[src/zx_pkg.sv]
package zx_pkg;

	// visible screen area
	localparam int h_area = 256;
	localparam int v_area = 192;

	typedef enum logic {
		mode_pent = 1'b0,
		mode_128  = 1'b1
	} raster_mode_e;

	typedef logic [8:0] hcount_t;
	typedef logic [8:0] vcount_t;

	// per-mode raster constants, index 0 is pentagon and index 1 is 128
	localparam logic [8:0] h_total [2]       = '{9'd448, 9'd456};
	localparam logic [8:0] v_total [2]       = '{9'd320, 9'd311};
	localparam logic [8:0] h_sync_start [2]  = '{9'd328, 9'd340};
	localparam logic [8:0] h_sync_len [2]    = '{9'd33, 9'd33};
	localparam logic [8:0] h_blank_start [2] = '{9'd320, 9'd312};
	localparam logic [8:0] h_blank_end [2]   = '{9'd384, 9'd416};
	localparam logic [8:0] v_sync_start [2]  = '{9'd248, 9'd248};
	localparam logic [8:0] v_sync_len [2]    = '{9'd8, 9'd8};

	// frame interrupt window
	localparam logic [8:0] int_line [2]   = '{9'd239, 9'd248};
	localparam logic [8:0] int_h_from [2] = '{9'd318, 9'd5};
	localparam logic [8:0] int_h_to [2]   = '{9'd384, 9'd64};

	typedef struct packed {
		logic [15:0] addr;
		logic        n_mreq;
		logic        n_iorq;
		logic        n_rd;
		logic        n_wr;
		logic        n_m1;
		logic        n_rfsh;
	} cpu_bus_t;

	// the same cpu byte seen as port #fe or as port #7ffd
	typedef union packed {
		logic [7:0] raw;
		struct packed {
			logic [2:0] unused;
			logic       beeper;
			logic       tape_out;
			logic [2:0] border;
		} fe;
		struct packed {
			logic [1:0] unused;
			logic       lock;
			logic       rom_bank;
			logic       screen_bank;
			logic [2:0] ram_bank;
		} p7ffd;
	} cpu_wdata_u;

	typedef struct packed {
		logic [2:0] ram_bank;
		logic       screen_bank;
		logic       rom_bank;
		logic       lock;
	} paging_t;

	typedef struct packed {
		logic i;
		logic g;
		logic r;
		logic b;
	} rgbi_t;

	typedef struct packed {
		logic hsync;
		logic vsync;
		logic csync;
	} video_sync_t;

	typedef struct packed {
		hcount_t hc;
		vcount_t vc;
		logic    blank;
	} raster_t;

endpackage

[src/raster_timing.sv]
module raster_timing import zx_pkg::*; (
	input  logic         clk7,
	input  logic         rst_n,
	input  raster_mode_e mode,
	output raster_t      raster,
	output video_sync_t  sync,
	output logic         n_int
);

	hcount_t hc;
	vcount_t vc;
	logic    hc_wrap;
	logic    vc_wrap;
	logic    hsync_next;
	logic    vsync_next;
	logic    int_next;

	// >= so a mode switch mid-frame cannot run a counter past the new end
	assign hc_wrap = hc >= h_total[mode] - 9'd1;
	assign vc_wrap = vc >= v_total[mode] - 9'd1;

	assign hsync_next = (hc >= h_sync_start[mode]) &&
		(hc < h_sync_start[mode] + h_sync_len[mode]);
	assign vsync_next = (vc >= v_sync_start[mode]) &&
		(vc < v_sync_start[mode] + v_sync_len[mode]);
	assign int_next = (vc == int_line[mode]) &&
		(hc >= int_h_from[mode]) && (hc < int_h_to[mode]);

	assign raster.hc = hc;
	assign raster.vc = vc;
	// blank covers the whole vsync lines as well
	assign raster.blank = vsync_next ||
		((hc >= h_blank_start[mode]) && (hc < h_blank_end[mode]));

	always_ff @(posedge clk7 or negedge rst_n) begin
		if (!rst_n) begin
			hc <= '0;
			vc <= '0;
		end else if (hc_wrap) begin
			hc <= '0;
			if (vc_wrap) begin
				vc <= '0;
			end else begin
				vc <= vc + 9'd1;
			end
		end else begin
			hc <= hc + 9'd1;
		end
	end

	always_ff @(posedge clk7 or negedge rst_n) begin
		if (!rst_n) begin
			sync.hsync <= 1'b0;
			sync.vsync <= 1'b0;
			sync.csync <= 1'b1;
			n_int <= 1'b1;
		end else begin
			sync.hsync <= hsync_next;
			sync.vsync <= vsync_next;
			sync.csync <= ~(hsync_next ^ vsync_next);
			n_int <= ~int_next;
		end
	end

	// hc may only overshoot in the cycle the mode changes
	assert property (@(posedge clk7) disable iff (!rst_n)
		mode == $past(mode) |-> hc < h_total[mode]);

endmodule

[src/screen_fetch.sv]
module screen_fetch import zx_pkg::*; #(
	// pipeline below works for delays of 8 to 10
	parameter int screen_delay = 8
) (
	input  logic        clk7,
	input  logic        rst_n,
	input  raster_t     raster,
	input  logic        n_int,
	input  cpu_bus_t    cpu,
	input  logic [2:0]  border,
	input  logic [7:0]  vram_rdata,
	output logic        screen_read,
	output logic [14:0] screen_addr,
	output rgbi_t       rgbi
);

	logic        bus_idle;
	logic        screen_load;
	logic        attr_sel;
	logic [14:0] bitmap_addr;
	logic [14:0] attr_addr;
	hcount_t     load_hc;
	hcount_t     pix_hc;
	logic        in_lines;
	logic        cell_load;
	logic        screen_show;
	logic [7:0]  bitmap_next;
	logic [7:0]  attr_next;
	logic [7:0]  bitmap;
	logic [7:0]  attr;
	logic        n_int_q;
	logic [4:0]  flash_cnt;
	logic        pixel;
	logic [2:0]  colour;

	// refresh cycles leave the bus free
	assign bus_idle = (cpu.n_mreq || !cpu.n_rfsh) && cpu.n_iorq;
	assign in_lines = raster.vc < v_area;
	assign screen_load = in_lines && (raster.hc < h_area);
	assign screen_read = screen_load && bus_idle;

	// interleaved spectrum bitmap layout, attributes from #5800
	assign bitmap_addr = {2'b10, raster.vc[7:6], raster.vc[2:0], raster.vc[5:3], raster.hc[7:3]};
	assign attr_addr = {5'b10110, raster.vc[7:3], raster.hc[7:3]};
	assign screen_addr = attr_sel ? attr_addr : bitmap_addr;

	// cell loads two cycles ahead of its first pixel: one for the shifter, one for rgbi
	assign load_hc = raster.hc - hcount_t'(screen_delay - 2);
	assign pix_hc = raster.hc - hcount_t'(screen_delay - 1);
	assign cell_load = in_lines && (load_hc < h_area) && (load_hc[2:0] == 3'd0);
	assign screen_show = in_lines && (pix_hc < h_area);

	assign pixel = bitmap[7] ^ (attr[7] & flash_cnt[4]);
	assign colour = pixel ? attr[2:0] : attr[5:3];

	always_ff @(posedge clk7 or negedge rst_n) begin
		if (!rst_n) begin
			attr_sel <= 1'b0;
			n_int_q <= 1'b1;
			flash_cnt <= '0;
		end else begin
			if (screen_read) begin
				attr_sel <= ~attr_sel;
			end
			n_int_q <= n_int;
			// flash advances once per frame
			if (n_int_q && !n_int) begin
				flash_cnt <= flash_cnt + 5'd1;
			end
		end
	end

	always_ff @(posedge clk7) begin
		if (screen_read) begin
			if (attr_sel) begin
				attr_next <= vram_rdata;
			end else begin
				bitmap_next <= vram_rdata;
			end
		end
		if (cell_load) begin
			bitmap <= bitmap_next;
			attr <= attr_next;
		end else begin
			bitmap <= {bitmap[6:0], 1'b0};
		end
	end

	always_ff @(posedge clk7 or negedge rst_n) begin
		if (!rst_n) begin
			rgbi <= '0;
		end else if (raster.blank) begin
			rgbi <= '0;
		end else if (screen_show) begin
			rgbi <= '{i: attr[6] & (|colour), g: colour[2], r: colour[1], b: colour[0]};
		end else begin
			rgbi <= '{i: 1'b0, g: border[2], r: border[1], b: border[0]};
		end
	end

	// a cpu memory cycle keeps the address bus
	assert property (@(posedge clk7) disable iff (!rst_n)
		!(screen_read && !cpu.n_mreq && cpu.n_rfsh));

endmodule

[src/io_ports.sv]
module io_ports import zx_pkg::*; (
	input  logic       clk7,
	input  logic       rst_n,
	input  cpu_bus_t   cpu,
	input  cpu_wdata_u cpu_wdata,
	input  logic [4:0] kd,
	input  logic       tape_in,
	output logic [7:0] cpu_rdata,
	output logic       cpu_rdata_en,
	output logic [2:0] border,
	output logic       beeper,
	output logic       tape_out,
	output paging_t    paging
);

	logic io_req;
	logic fe_cs;
	logic p7ffd_cs;
	logic fe_rd;
	logic tape_bit;

	// interrupt acknowledge also drives iorq, with m1 low
	assign io_req = !cpu.n_iorq && cpu.n_m1;
	assign fe_cs = io_req && !cpu.addr[0];
	assign p7ffd_cs = io_req && !cpu.addr[1] && !cpu.addr[15] &&
		(cpu.addr[14] || cpu.addr[13]);
	assign fe_rd = fe_cs && !cpu.n_rd;

	assign tape_out = tape_bit ^ tape_in;

	always_ff @(posedge clk7 or negedge rst_n) begin
		if (!rst_n) begin
			border <= '0;
			beeper <= 1'b0;
			tape_bit <= 1'b0;
			paging <= '0;
			cpu_rdata <= '0;
			cpu_rdata_en <= 1'b0;
		end else begin
			if (fe_cs && !cpu.n_wr) begin
				border <= cpu_wdata.fe.border;
				beeper <= cpu_wdata.fe.beeper;
				tape_bit <= cpu_wdata.fe.tape_out;
			end
			// once locked only reset reopens paging
			if (p7ffd_cs && !cpu.n_wr && !paging.lock) begin
				paging <= '{
					ram_bank: cpu_wdata.p7ffd.ram_bank,
					screen_bank: cpu_wdata.p7ffd.screen_bank,
					rom_bank: cpu_wdata.p7ffd.rom_bank,
					lock: cpu_wdata.p7ffd.lock
				};
			end
			cpu_rdata_en <= fe_rd;
			cpu_rdata <= fe_rd ? {1'b1, tape_in, 1'b1, kd} : 8'hff;
		end
	end

endmodule

[src/mem_map.sv]
module mem_map import zx_pkg::*; (
	input  logic        clk7,
	input  logic        rst_n,
	input  cpu_bus_t    cpu,
	input  paging_t     paging,
	input  logic        screen_read,
	input  logic [14:0] screen_addr,
	output logic [18:0] va,
	output logic        n_vrd,
	output logic        n_vwr,
	output logic        n_romcs,
	output logic [2:0]  ra
);

	logic       mem_req;
	logic       rom_area;
	logic       n_romcs_q;
	logic       n_ramcs_q;
	logic [2:0] bank;
	logic [3:0] ram_a;

	assign mem_req = !cpu.n_mreq && cpu.n_rfsh;
	assign rom_area = cpu.addr[15:14] == 2'b00;

	// the rom quarter falls into default too, its bank is never used
	always_comb begin
		case (cpu.addr[15:14])
			2'b01: bank = 3'd5;
			2'b10: bank = 3'd2;
			default: bank = paging.ram_bank;
		endcase
	end

	always_ff @(posedge clk7 or negedge rst_n) begin
		if (!rst_n) begin
			n_romcs_q <= 1'b1;
			n_ramcs_q <= 1'b1;
			ram_a <= '0;
		end else begin
			n_romcs_q <= !(mem_req && rom_area);
			n_ramcs_q <= !(mem_req && !rom_area);
			// bank bits go out as {b1, b2, b0} so banks 5 and 7 sit at x11
			if (mem_req) begin
				ram_a <= {bank[1], bank[2], bank[0], cpu.addr[13]};
			end
		end
	end

	assign n_romcs = n_romcs_q | cpu.n_mreq;
	assign n_vrd = (n_ramcs_q | cpu.n_rd) & ~screen_read;
	assign n_vwr = n_ramcs_q | cpu.n_wr | screen_read;
	assign ra = {2'b00, paging.rom_bank};

	// screen bank 0 lands on bank 5, bank 1 on bank 7
	assign va = screen_read ? {2'b11, paging.screen_bank, 1'b1, screen_addr} :
		{2'b11, ram_a, cpu.addr[12:0]};

endmodule

[src/zx_ula.sv]
module zx_ula import zx_pkg::*; (
	input  logic         clk7,
	input  logic         rst_n,
	input  raster_mode_e mode,
	input  cpu_bus_t     cpu,
	input  cpu_wdata_u   cpu_wdata,
	input  logic [4:0]   kd,
	input  logic         tape_in,
	input  logic [7:0]   vram_rdata,
	output logic [7:0]   cpu_rdata,
	output logic         cpu_rdata_en,
	output rgbi_t        rgbi,
	output video_sync_t  sync,
	output logic         n_int,
	output logic [18:0]  va,
	output logic         n_vrd,
	output logic         n_vwr,
	output logic         n_romcs,
	output logic [2:0]   ra,
	output logic         beeper,
	output logic         tape_out
);

	raster_t     raster;
	logic [2:0]  border;
	paging_t     paging;
	logic        screen_read;
	logic [14:0] screen_addr;

	raster_timing i_raster_timing (
		.clk7   (clk7),
		.rst_n  (rst_n),
		.mode   (mode),
		.raster (raster),
		.sync   (sync),
		.n_int  (n_int)
	);

	screen_fetch #(
		.screen_delay (8)
	) i_screen_fetch (
		.clk7        (clk7),
		.rst_n       (rst_n),
		.raster      (raster),
		.n_int       (n_int),
		.cpu         (cpu),
		.border      (border),
		.vram_rdata  (vram_rdata),
		.screen_read (screen_read),
		.screen_addr (screen_addr),
		.rgbi        (rgbi)
	);

	io_ports i_io_ports (
		.clk7         (clk7),
		.rst_n        (rst_n),
		.cpu          (cpu),
		.cpu_wdata    (cpu_wdata),
		.kd           (kd),
		.tape_in      (tape_in),
		.cpu_rdata    (cpu_rdata),
		.cpu_rdata_en (cpu_rdata_en),
		.border       (border),
		.beeper       (beeper),
		.tape_out     (tape_out),
		.paging       (paging)
	);

	mem_map i_mem_map (
		.clk7        (clk7),
		.rst_n       (rst_n),
		.cpu         (cpu),
		.paging      (paging),
		.screen_read (screen_read),
		.screen_addr (screen_addr),
		.va          (va),
		.n_vrd       (n_vrd),
		.n_vwr       (n_vwr),
		.n_romcs     (n_romcs),
		.ra          (ra)
	);

endmodule

[config.mk]
export PLATFORM = sky130hd
export DESIGN_NAME = zx_ula
export DESIGN_NICKNAME = d
export VERILOG_FILES = /design/src/zx_pkg.sv /design/src/raster_timing.sv /design/src/screen_fetch.sv /design/src/io_ports.sv /design/src/mem_map.sv /design/src/zx_ula.sv
export SDC_FILE = /design/constraint.sdc
export NUM_CORES = 1
export LEC_CHECK = 0
export BUFFER_PORTS_ARGS = -buffer_cell sky130_fd_sc_hd__buf_2
export CAP_MARGIN = 10
export CORE_AREA = 2 2 90 92
export DETAILED_ROUTE_END_ITERATION = 12
export DIE_AREA = 0 0 92 94
export PLACE_DENSITY = 0.82
export SYNTH_ARGS = -nofsm -noshare
export SYNTH_HDL_FRONTEND = slang
export SYNTH_SLANG_ARGS = --single-unit
[constraint.sdc]
create_clock -name clk7 -period 4.4 [get_ports clk7]
set_input_delay 0.22 -clock clk7 [delete_from_list [all_inputs] [get_ports clk7]]
set_output_delay 0.22 -clock clk7 [all_outputs]
set_load 0.01 [all_outputs]
* Word-level counts from Yosys, hierarchy flattened
Index checks and enable logic that the tools add are counted.
** Storage, ports and cells
- Output and inout bits :: 44
- Word-level logic and storage cells :: 157
- ROM bits :: 0
- Input port bits :: 47
- Bits in writable memories :: 0
- Register bits after elaboration :: 91
- Memories :: 0
- Bits in latches :: 0
** Cells by class
- Magnitude comparators :: 15
- Equal/unequal tests :: 3
- $mul :: 0
- Reduce and logical (&&, ||, !) cells :: 45
- Div/mod/pow operators :: 0
- Bitwise logic cells :: 15
- Add/sub/neg operators :: 9
- Shift operators :: 0
- Muxes and demuxes :: 40
** Operator list (number)
- 9-bit 2-to-1 mux :: 26
- 9-bit greater-or-equal comparator :: 6
- 9-bit less-than comparator :: 4
- 9-bit less-than comparator (second input constant) :: 3
- 1-bit logical AND :: 24
- 7-bit 2-to-1 mux :: 3
- 9-bit by 1-bit adder with 9-bit output (second input constant) :: 2
- 9-bit adder :: 2
- 9-bit by 1-bit subtractor with 9-bit output (second input constant) :: 2
- 9-bit by 3-bit subtractor with 9-bit output (second input constant) :: 2
- 17-bit 2-to-1 mux :: 1
- 1-bit logical NOT :: 13
- 13-bit 2-to-1 mux :: 1
- 4-bit 2-to-1 mux :: 3
- 5-bit 2-to-1 mux :: 2
- 9-bit == test :: 1
- 9-bit by 8-bit less-than comparator with 1-bit output (second input constant) :: 1
- 8-bit 2-to-1 mux :: 1
- 6-bit 2-to-1 mux :: 1
- 3-bit one-hot mux with 2 select lines :: 1
- 5-bit by 1-bit adder with 5-bit output (second input constant) :: 1
- 1-bit NOT :: 4
- 1-bit OR :: 4
- 2-bit AND reduction :: 2
- 11 further kinds :: 17

* Longest topological paths before layout
Gate-level depths: netlist of run 1.
- Word-level depth :: 9
- Gate-level depth with buffers :: 8
- Gate-level depth less buffers :: 7

* Cells and area by module
From an unflattened synthesis of run 1, not the netlist that was laid out.
** Second synthesis, totals
- Cell total of the unflattened synthesis :: 370
- Area total of the unflattened synthesis :: 4550.6 sq um
** By module, submodules not included
- screen_fetch :: cells an instance 108, area each 1674.1 sq um, times used 1, seq. area each 1157.4 sq um
- raster_timing :: cells an instance 164, area each 1554.0 sq um, times used 1, seq. area each 553.0 sq um
- io_ports :: cells an instance 46, area each 709.4 sq um, times used 1, seq. area each 475.5 sq um
- mem_map :: cells an instance 52, area each 613.1 sq um, times used 1, seq. area each 152.6 sq um

* Worst setup path after synthesis of run 1
No wires, ideal clock.
- Path type :: flip-flop to flip-flop
- From :: register i_raster_timing.hc[4]
- To :: register i_raster_timing.vc[4]
- Buffers on the path :: 1
- Data required time :: 4.274 ns
- Setup time :: 0.126 ns
- Path slack :: 2.324 ns
- Data arrival time :: 1.950 ns
- Period minus slack after synthesis :: 2.076 ns
- Stages on the path, launching flop included :: 8
- Cells stage by stage :: dfrtp_1 -> ha_1 -> nor2b_1 -> a2111oi_4 -> a211oi_4 -> and2b_1 -> buf_6 -> a221o_1
** On the way
- Longest elaborated chain between the ends :: 1
** RTL lines
- start, declared :: line raster_timing.sv:10 : hcount_t hc;
- start signal, assigned :: line raster_timing.sv:47 : hc <= hc + 9'd1;
- 9-bit greater-or-equal comparator :: line raster_timing.sv:19 : assign hc_wrap = hc >= h_total[mode] - 9'd1;
- end signal, assigned :: line raster_timing.sv:44 : vc <= vc + 9'd1;
- end, declared :: line raster_timing.sv:11 : vcount_t vc;
No other way between the ends.
A chain may end at the register's enable or synchronous reset.

* Worst setup path in the final report of run 1
- From :: register i_raster_timing.hc[4]
- To :: register i_raster_timing.vc[0]
Same word-level chain as after synthesis.

==> results of run 1 <==
-- placed cells by master, fill, tap and decap left out, drive strengths merged, types with 6 or more instances in the layout --
cell and instances:
nor2b 11, nor2 20, nand2b 15, dfxtp 8
a211oi 6, a21oi 10, edfxtp 24, xnor2 9
nor3 14, dfrtp 53, nand2 24, mux2 26
o21ai 21, and3 6, clkbuf 9, inv 21
buf 86, a22o 6, ha 28
-- layer usage --
layer | vias up | share of wire (%) | wire [um] | GRT usage (%)
li1 | 1510 | - | - | -
met1 | 1480 | 44 | 3950 | 28.0
met2 | 122 | 49 | 4450 | 37.6
met3 | 9 | 6.0 | 541 | 4.65
met4 | 0 | 1.1 | 98 | 5.97
met5 | - | 0 | 0 | 0
-- power by group through the flow --
stage / Clock (mW) / Combinational (mW) / Sequential, mW
floorplan: 0 / 0.694 / 1.19
global placement: 0 / 0.860 / 1.25
detailed placement: 0 / 0.892 / 1.26
CTS: 0.566 / 0.903 / 1.25
global route: 0.601 / 1.01 / 1.27
finish: 0.557 / 0.897 / 1.25
-- state kept, by name, indices dropped and copies added (netlist names), 3 cells and up --
name                        count
i_screen_fetch.rgbi             4
i_mem_map.ram_a                 4
i_screen_fetch.flash_cnt        5
i_screen_fetch.attr             8
i_screen_fetch.bitmap           8
i_io_ports.paging               6
i_screen_fetch.attr_next        8
i_screen_fetch.bitmap_next      8
i_raster_timing.vc              9
i_raster_timing.sync            3
i_io_ports.cpu_rdata            7
i_io_ports.border               3
i_raster_timing.hc              9
-- kinds of logic after synthesis --
logic type                 count (synthesis)
AOI/OAI and AO/OA                         60
xor gates and xnor gates                  14
adders and majority gates                 28
buffers and inverters                     38
DFF                                       90
muxes                                     31
other                                      2
and+or+nand+nor                          122
-- cell type report --
cell class                 instances  area, sq um
inverter                          17         63.8
clock inverter                     7         76.3
tap                              102          128
fill                             589         2520
clock buffer                       9          124
sequential                        90         2340
timing repair buffer              86          435
multi-input combinational        260         1920
-- worst paths after layout --
| check | startpoint | to | slack (ns) | cells after the start |
|---|---|---|---|---|
| setup reg to reg | i_raster_timing.hc[4]$_DFF_PN0_ | i_raster_timing.vc[0]$_DFFE_PN0N_ | 1.83 | 6 |
| max in group asynchronous | rst_n | i_screen_fetch.rgbi[0]$_DFF_PN0_ | 3.92 | 2 |
| hold / removal | rst_n | i_raster_timing.vc[2]$_DFFE_PN0N_ | -0.007 | 2 |
| hold reg to reg | i_raster_timing.n_int$_DFF_PN1_ | i_screen_fetch.n_int_q$_DFF_PN1_ | 0.38 | 0 |
| setup / recovery | i_raster_timing.hc[4]$_DFF_PN0_ | i_raster_timing.vc[0]$_DFFE_PN0N_ | 1.83 | 6 |
| min in group clk7 | kd[2] | i_io_ports.cpu_rdata[2]$_DFF_PN0_ | 0.03 | 2 |
==> impl_metrics.tcl, run 1 <==
set metrics [dict create \
    status "finished with violations" \
    violations "hold timing" \
    hp-class "in -> async" \
    pre_cts_slack_ns 1.58 \
    yosys_most_used_dff "dfrtp_1" \
    p_switching_mw 1.01 \
    place_area_sq_mm 0.00489 \
    grt_pass1_wl_mm 14.6 \
    fmax_mhz 390 \
    switching_share_pct 37.2 \
    ioPinCount 91 \
    drv_cap 0 \
    post_cts.repair.setup_buffers 0 \
    netlist_area_sq_mm 0.00443 \
    synth_edf_count 24 \
    fin_area_sq_mm 0.00509 \
    total_power_mw 2.71 \
    first_global_vias 3023 \
    wire_per_inst_um 15.8 \
    synth_area_leader_cell "dfrtp_1" \
    clock_skew_ns 0.0115 \
    drc 0 \
    hold_ws_ns -0.00657 \
    clockRootBuffer "clkbuf_8" \
    die_h_um 94 \
    die_w_um 92 \
    grt_use_total_pct 21.8 \
    crit_type "reg -> reg" \
    p_comb_share_pct 33.1 \
    finalWeightedCongestion 0.880 \
    cp.required_ns 4.70 \
    final_nets 539 \
    peakVddDrop_mv 0.354 \
    overflow 0 \
    setup_ws_ns 1.83 \
    synthCells 385 \
    die_area_sq_mm 0.00865 \
    drtPass1Iterations 4 \
    synth_top_family_by_area "simple AND/OR/NAND/NOR gates" \
    ys_types 56 \
    max_stage_delay_ns 0.69 \
    place_inst 555 \
    synth-warning-count 0 \
    end_kind "flip-flop" \
    setup_viol 0 \
    cts_buffers 9 \
    crit_chain "ha_1 > nor2b_1 > a2111oi_4 > a211oi_4 > and2b_1 > mux2_2" \
    synthTopCellsByArea "dfrtp_1, edfxtp_1, ha_1" \
    wirelength_mm 9.05 \
    slowest_stage "a211oi_4" \
    pwr-share-clk_pct 20.6 \
    htree_levels 3 \
    final_cells 571 \
    vias 3121 \
    relSlewSlack_pct 45.1 \
    num_rows 32 \
    p_per_area_mw_per_mm2 532 \
    cts_tree "built" \
    finalHoldViolCount 5 \
    critPathMaxFanout 18 \
    synth.area.mux_share_pct 7.74 \
    synth_area_per_cell_sq_um 11.5 \
    drive_above_1_share_pct 30.1 \
    power_leakage_nw 2.28 \
    drt-initial-drc-count 149 \
    p_seq_share_pct 46.3 \
    clk_pin_slew_worst_paths_ns 0.10 \
    yosysTopAreaCellShare_pct 30.0 \
    final_max_slew_viol_count 0 \
    fin_crit_ns 2.57 \
    cts_buffer_depth 2 \
    cts.sinks 90 \
    rsz0062_at_grt "false" \
    timing.final.crit_share_pct 58.3 \
    final_core_util_pct 66.9 \
    dpl.hpwl_mm 6.61 \
    fp.coreArea_sq_mm 0.00761 \
    insertion_delay_ns 0.36 \
    num_antenna_cells 0 \
    synth-adder-area-share_pct 7.91 \
    synth_top_cells_by_count "dfrtp_1, ha_1, mux2_2" \
    routed_via_density 5.47 \
    grt_max_degree 59 \
    ctsHoldBuffers 0 \
    arrival_ns 2.86 \
    detail-route-antenna-nets 0 \
    synthXorXnorAreaFrac_pct 2.77 \
    cts.repair.resized 0 \
    grt_antenna_before_repair 0 \
    start_util_pct 58.2 \
    area_growth_pct 14.9 \
    crit_family "compound AO/OA/AOI/OAI gates" \
    critPathLaunchType "flip-flop" \
    synth_compound_area_share_pct 9.66 \
    worst_pin_slew_ns 0.817 \
    yosys.area_share.simple_pct 14.9 \
    critPathBufInv 0 \
    yosysSeqAreaShare_pct 52.8 \
    ys_async_sr_fraction_pct 64.4 \
    place.port_buffers 84 \
    intPower_mw 1.70 \
    synth_most_common_cell "dfrtp_1" \
    fin_tns_setup_ns 0 \
    synth_seq_cells 90 \
]
No activity file was read; power rests on OpenSTA's default activity.
==> run 2, diff against run 1 <==
- CORE_AREA: 2 2 90 92 -> 2 2 93 95
- DIE_AREA: 0 0 92 94 -> 0 0 95 97
- PLACE_DENSITY: 0.82 -> 0.77
- clock period: 4.4 -> 2.65 ns (I/O delays scaled with it)
==> run 2 against run 1 <==
Compared with the run above: the flow now finishes without violations; register-to-register slack worse by 1.5 ns; clock skew is 0.00072 ns higher; die area is 6.6% higher; sequential cell count stayed put; sequential power is 62% higher; wire length is 0.66% lower; via count is 2.9% higher; critical path depth stayed put; total power is 68% higher.
==> impl_metrics.tcl, run 2 (synthesis gave the netlist of run 1 again) <==
set metrics [dict create \
    status "completed" \
    intPower_mw 2.89 \
    mostFrequentLayoutCells "buf_2, dfrtp_1, ha_1" \
    crit_type "reg -> reg" \
    drive_above_1_share_pct 30.5 \
    p_switching_mw 1.67 \
    critPathLaunch "i_raster_timing.hc[3]$_DFF_PN0_" \
    cts_buffers 9 \
    fmax_mhz 439 \
    htree_levels 3 \
    p_per_area_mw_per_mm2 850 \
    die_area_sq_mm 0.00922 \
    grt_max_degree 24 \
    fin_tns_setup_ns 0 \
    r2r-start "i_raster_timing.hc[3]$_DFF_PN0_" \
    total_power_mw 4.55 \
    peakVddDrop_mv 0.595 \
    cts.repair.resized 0 \
    cts_tree "built" \
    grt_antenna_before_repair 0 \
    p_seq_share_pct 44.3 \
    clockRootBuffer "clkbuf_8" \
    detail-route-antenna-nets 0 \
    num_rows 33 \
    finalHoldViolCount 0 \
    dpl.hpwl_mm 6.59 \
    place.port_buffers 84 \
    worst_pin_slew_ns 0.748 \
    final_core_util_pct 65.8 \
    rsz0062_at_grt "false" \
    drtPass1Iterations 4 \
    p_comb_share_pct 35.2 \
    first_global_vias 3061 \
    ioPinCount 91 \
    wirelength_mm 8.99 \
    grt_use_total_pct 20.2 \
    fp.coreArea_sq_mm 0.00813 \
    final_nets 568 \
    hold_start "cpu_wdata[3]" \
    setup_viol 0 \
    vias 3212 \
    start_util_pct 54.4 \
    relSlewSlack_pct 49.7 \
    cp.required_ns 2.95 \
    end_kind "flip-flop" \
    critPathLaunchType "flip-flop" \
    overflow 0 \
    critPathMaxFanout 10 \
    clock_skew_ns 0.0122 \
    fin_crit_ns 2.28 \
    drv_cap 0 \
    wire_per_inst_um 14.9 \
    power_leakage_nw 2.40 \
    hold_ws_ns 0.0169 \
    drc 0 \
    drt-initial-drc-count 106 \
    grt_pass1_wl_mm 14.5 \
    pwr-share-clk_pct 20.4 \
    cts_buffer_depth 2 \
    layout_commonest_cell "buf_2" \
    biggestRegsByFlops "i_raster_timing.hc (9), i_raster_timing.vc (9)" \
    routed_via_density 5.33 \
    clk_pin_slew_worst_paths_ns 0.10 \
    hp-class "in -> reg" \
    num_antenna_cells 0 \
    arrival_ns 2.58 \
    cts.sinks 90 \
    timing.final.crit_share_pct 86.0 \
    finalWeightedCongestion 0.893 \
    insertion_delay_ns 0.36 \
    die_w_um 95 \
    die_h_um 97 \
    final_max_slew_viol_count 0 \
    area_growth_pct 20.9 \
    switching_share_pct 36.6 \
]
run 2: cell types whose count changed in the layout (fill, tap and decap cells not counted):
| cell | delta |
|---|---|
| buf_4 | +11 |
| dlygate4sd3_1 | +18 |
run 2: final timing paths:
kind	endpoint	slack [ns]	cells after the start
min in group asynchronous	i_screen_fetch.rgbi[2]$_DFF_PN0_	0.25	2
setup / recovery	i_raster_timing.vc[0]$_DFFE_PN0N_	0.37	6
hold reg to reg	i_screen_fetch.n_int_q$_DFF_PN1_	0.38	0
max in group asynchronous	i_raster_timing.sync[0]$_DFF_PN1_	1.67	3
hold / removal	i_io_ports.tape_bit$_DFFE_PN0P_	0.02	2
setup reg to reg	i_raster_timing.vc[0]$_DFFE_PN0N_	0.37	6
run 2: timing repair:
action                                  in CTS  in global routing
endpoints found under the setup margin       0                  0
setup buffers                                0                  0
hold buffers                                18                  0
endpoints found under the hold margin       43                  0
run 2: cell type report:
class | count | area (sq um)
fillers | 624 | 2780
inverters | 17 | 63.8
clock buffers | 9 | 124
well taps | 105 | 131
repair buffers | 115 | 698
multi-input cells | 260 | 1920
clock inverters | 7 | 76.3
flip-flops and latches | 90 | 2340
run 2: metal layers:
metal / wire length, um / global-route usage, %
met1: 4080 / 26.5
met2: 4320 / 33.8
met3: 460 / 3.82
met4: 125 / 6.24
met5: 0 / 0
run 2: worst max-delay path: stages (launching register included):
cell	delay, ns
dfrtp_1	0.45
inv_1	0.20
ha_1	0.30
a211o_1	0.29
a211oi_4	0.43
and2b_1	0.35
mux2_2	0.20
run 2: stage by stage:
step,setup slack (ns),instances,instance area (sq um)
after floorplan,0.574,388,4440
after global placement,0.422,569,4970
after detailed placement,0.393,569,4970
after CTS,0.384,603,5350
after global routing,0.226,603,5350
final,0.370,603,5350
run 2: power groups by stage:
stage                     combinational, mW  clock, mW  sequential (mW)
after floorplan                        1.15          0             1.97
after global placement                 1.54          0             2.03
after detailed placement               1.58          0             2.05
after CTS                              1.62      0.945             2.02
after global routing                   1.80       1.01             2.06
final                                  1.60      0.929             2.02
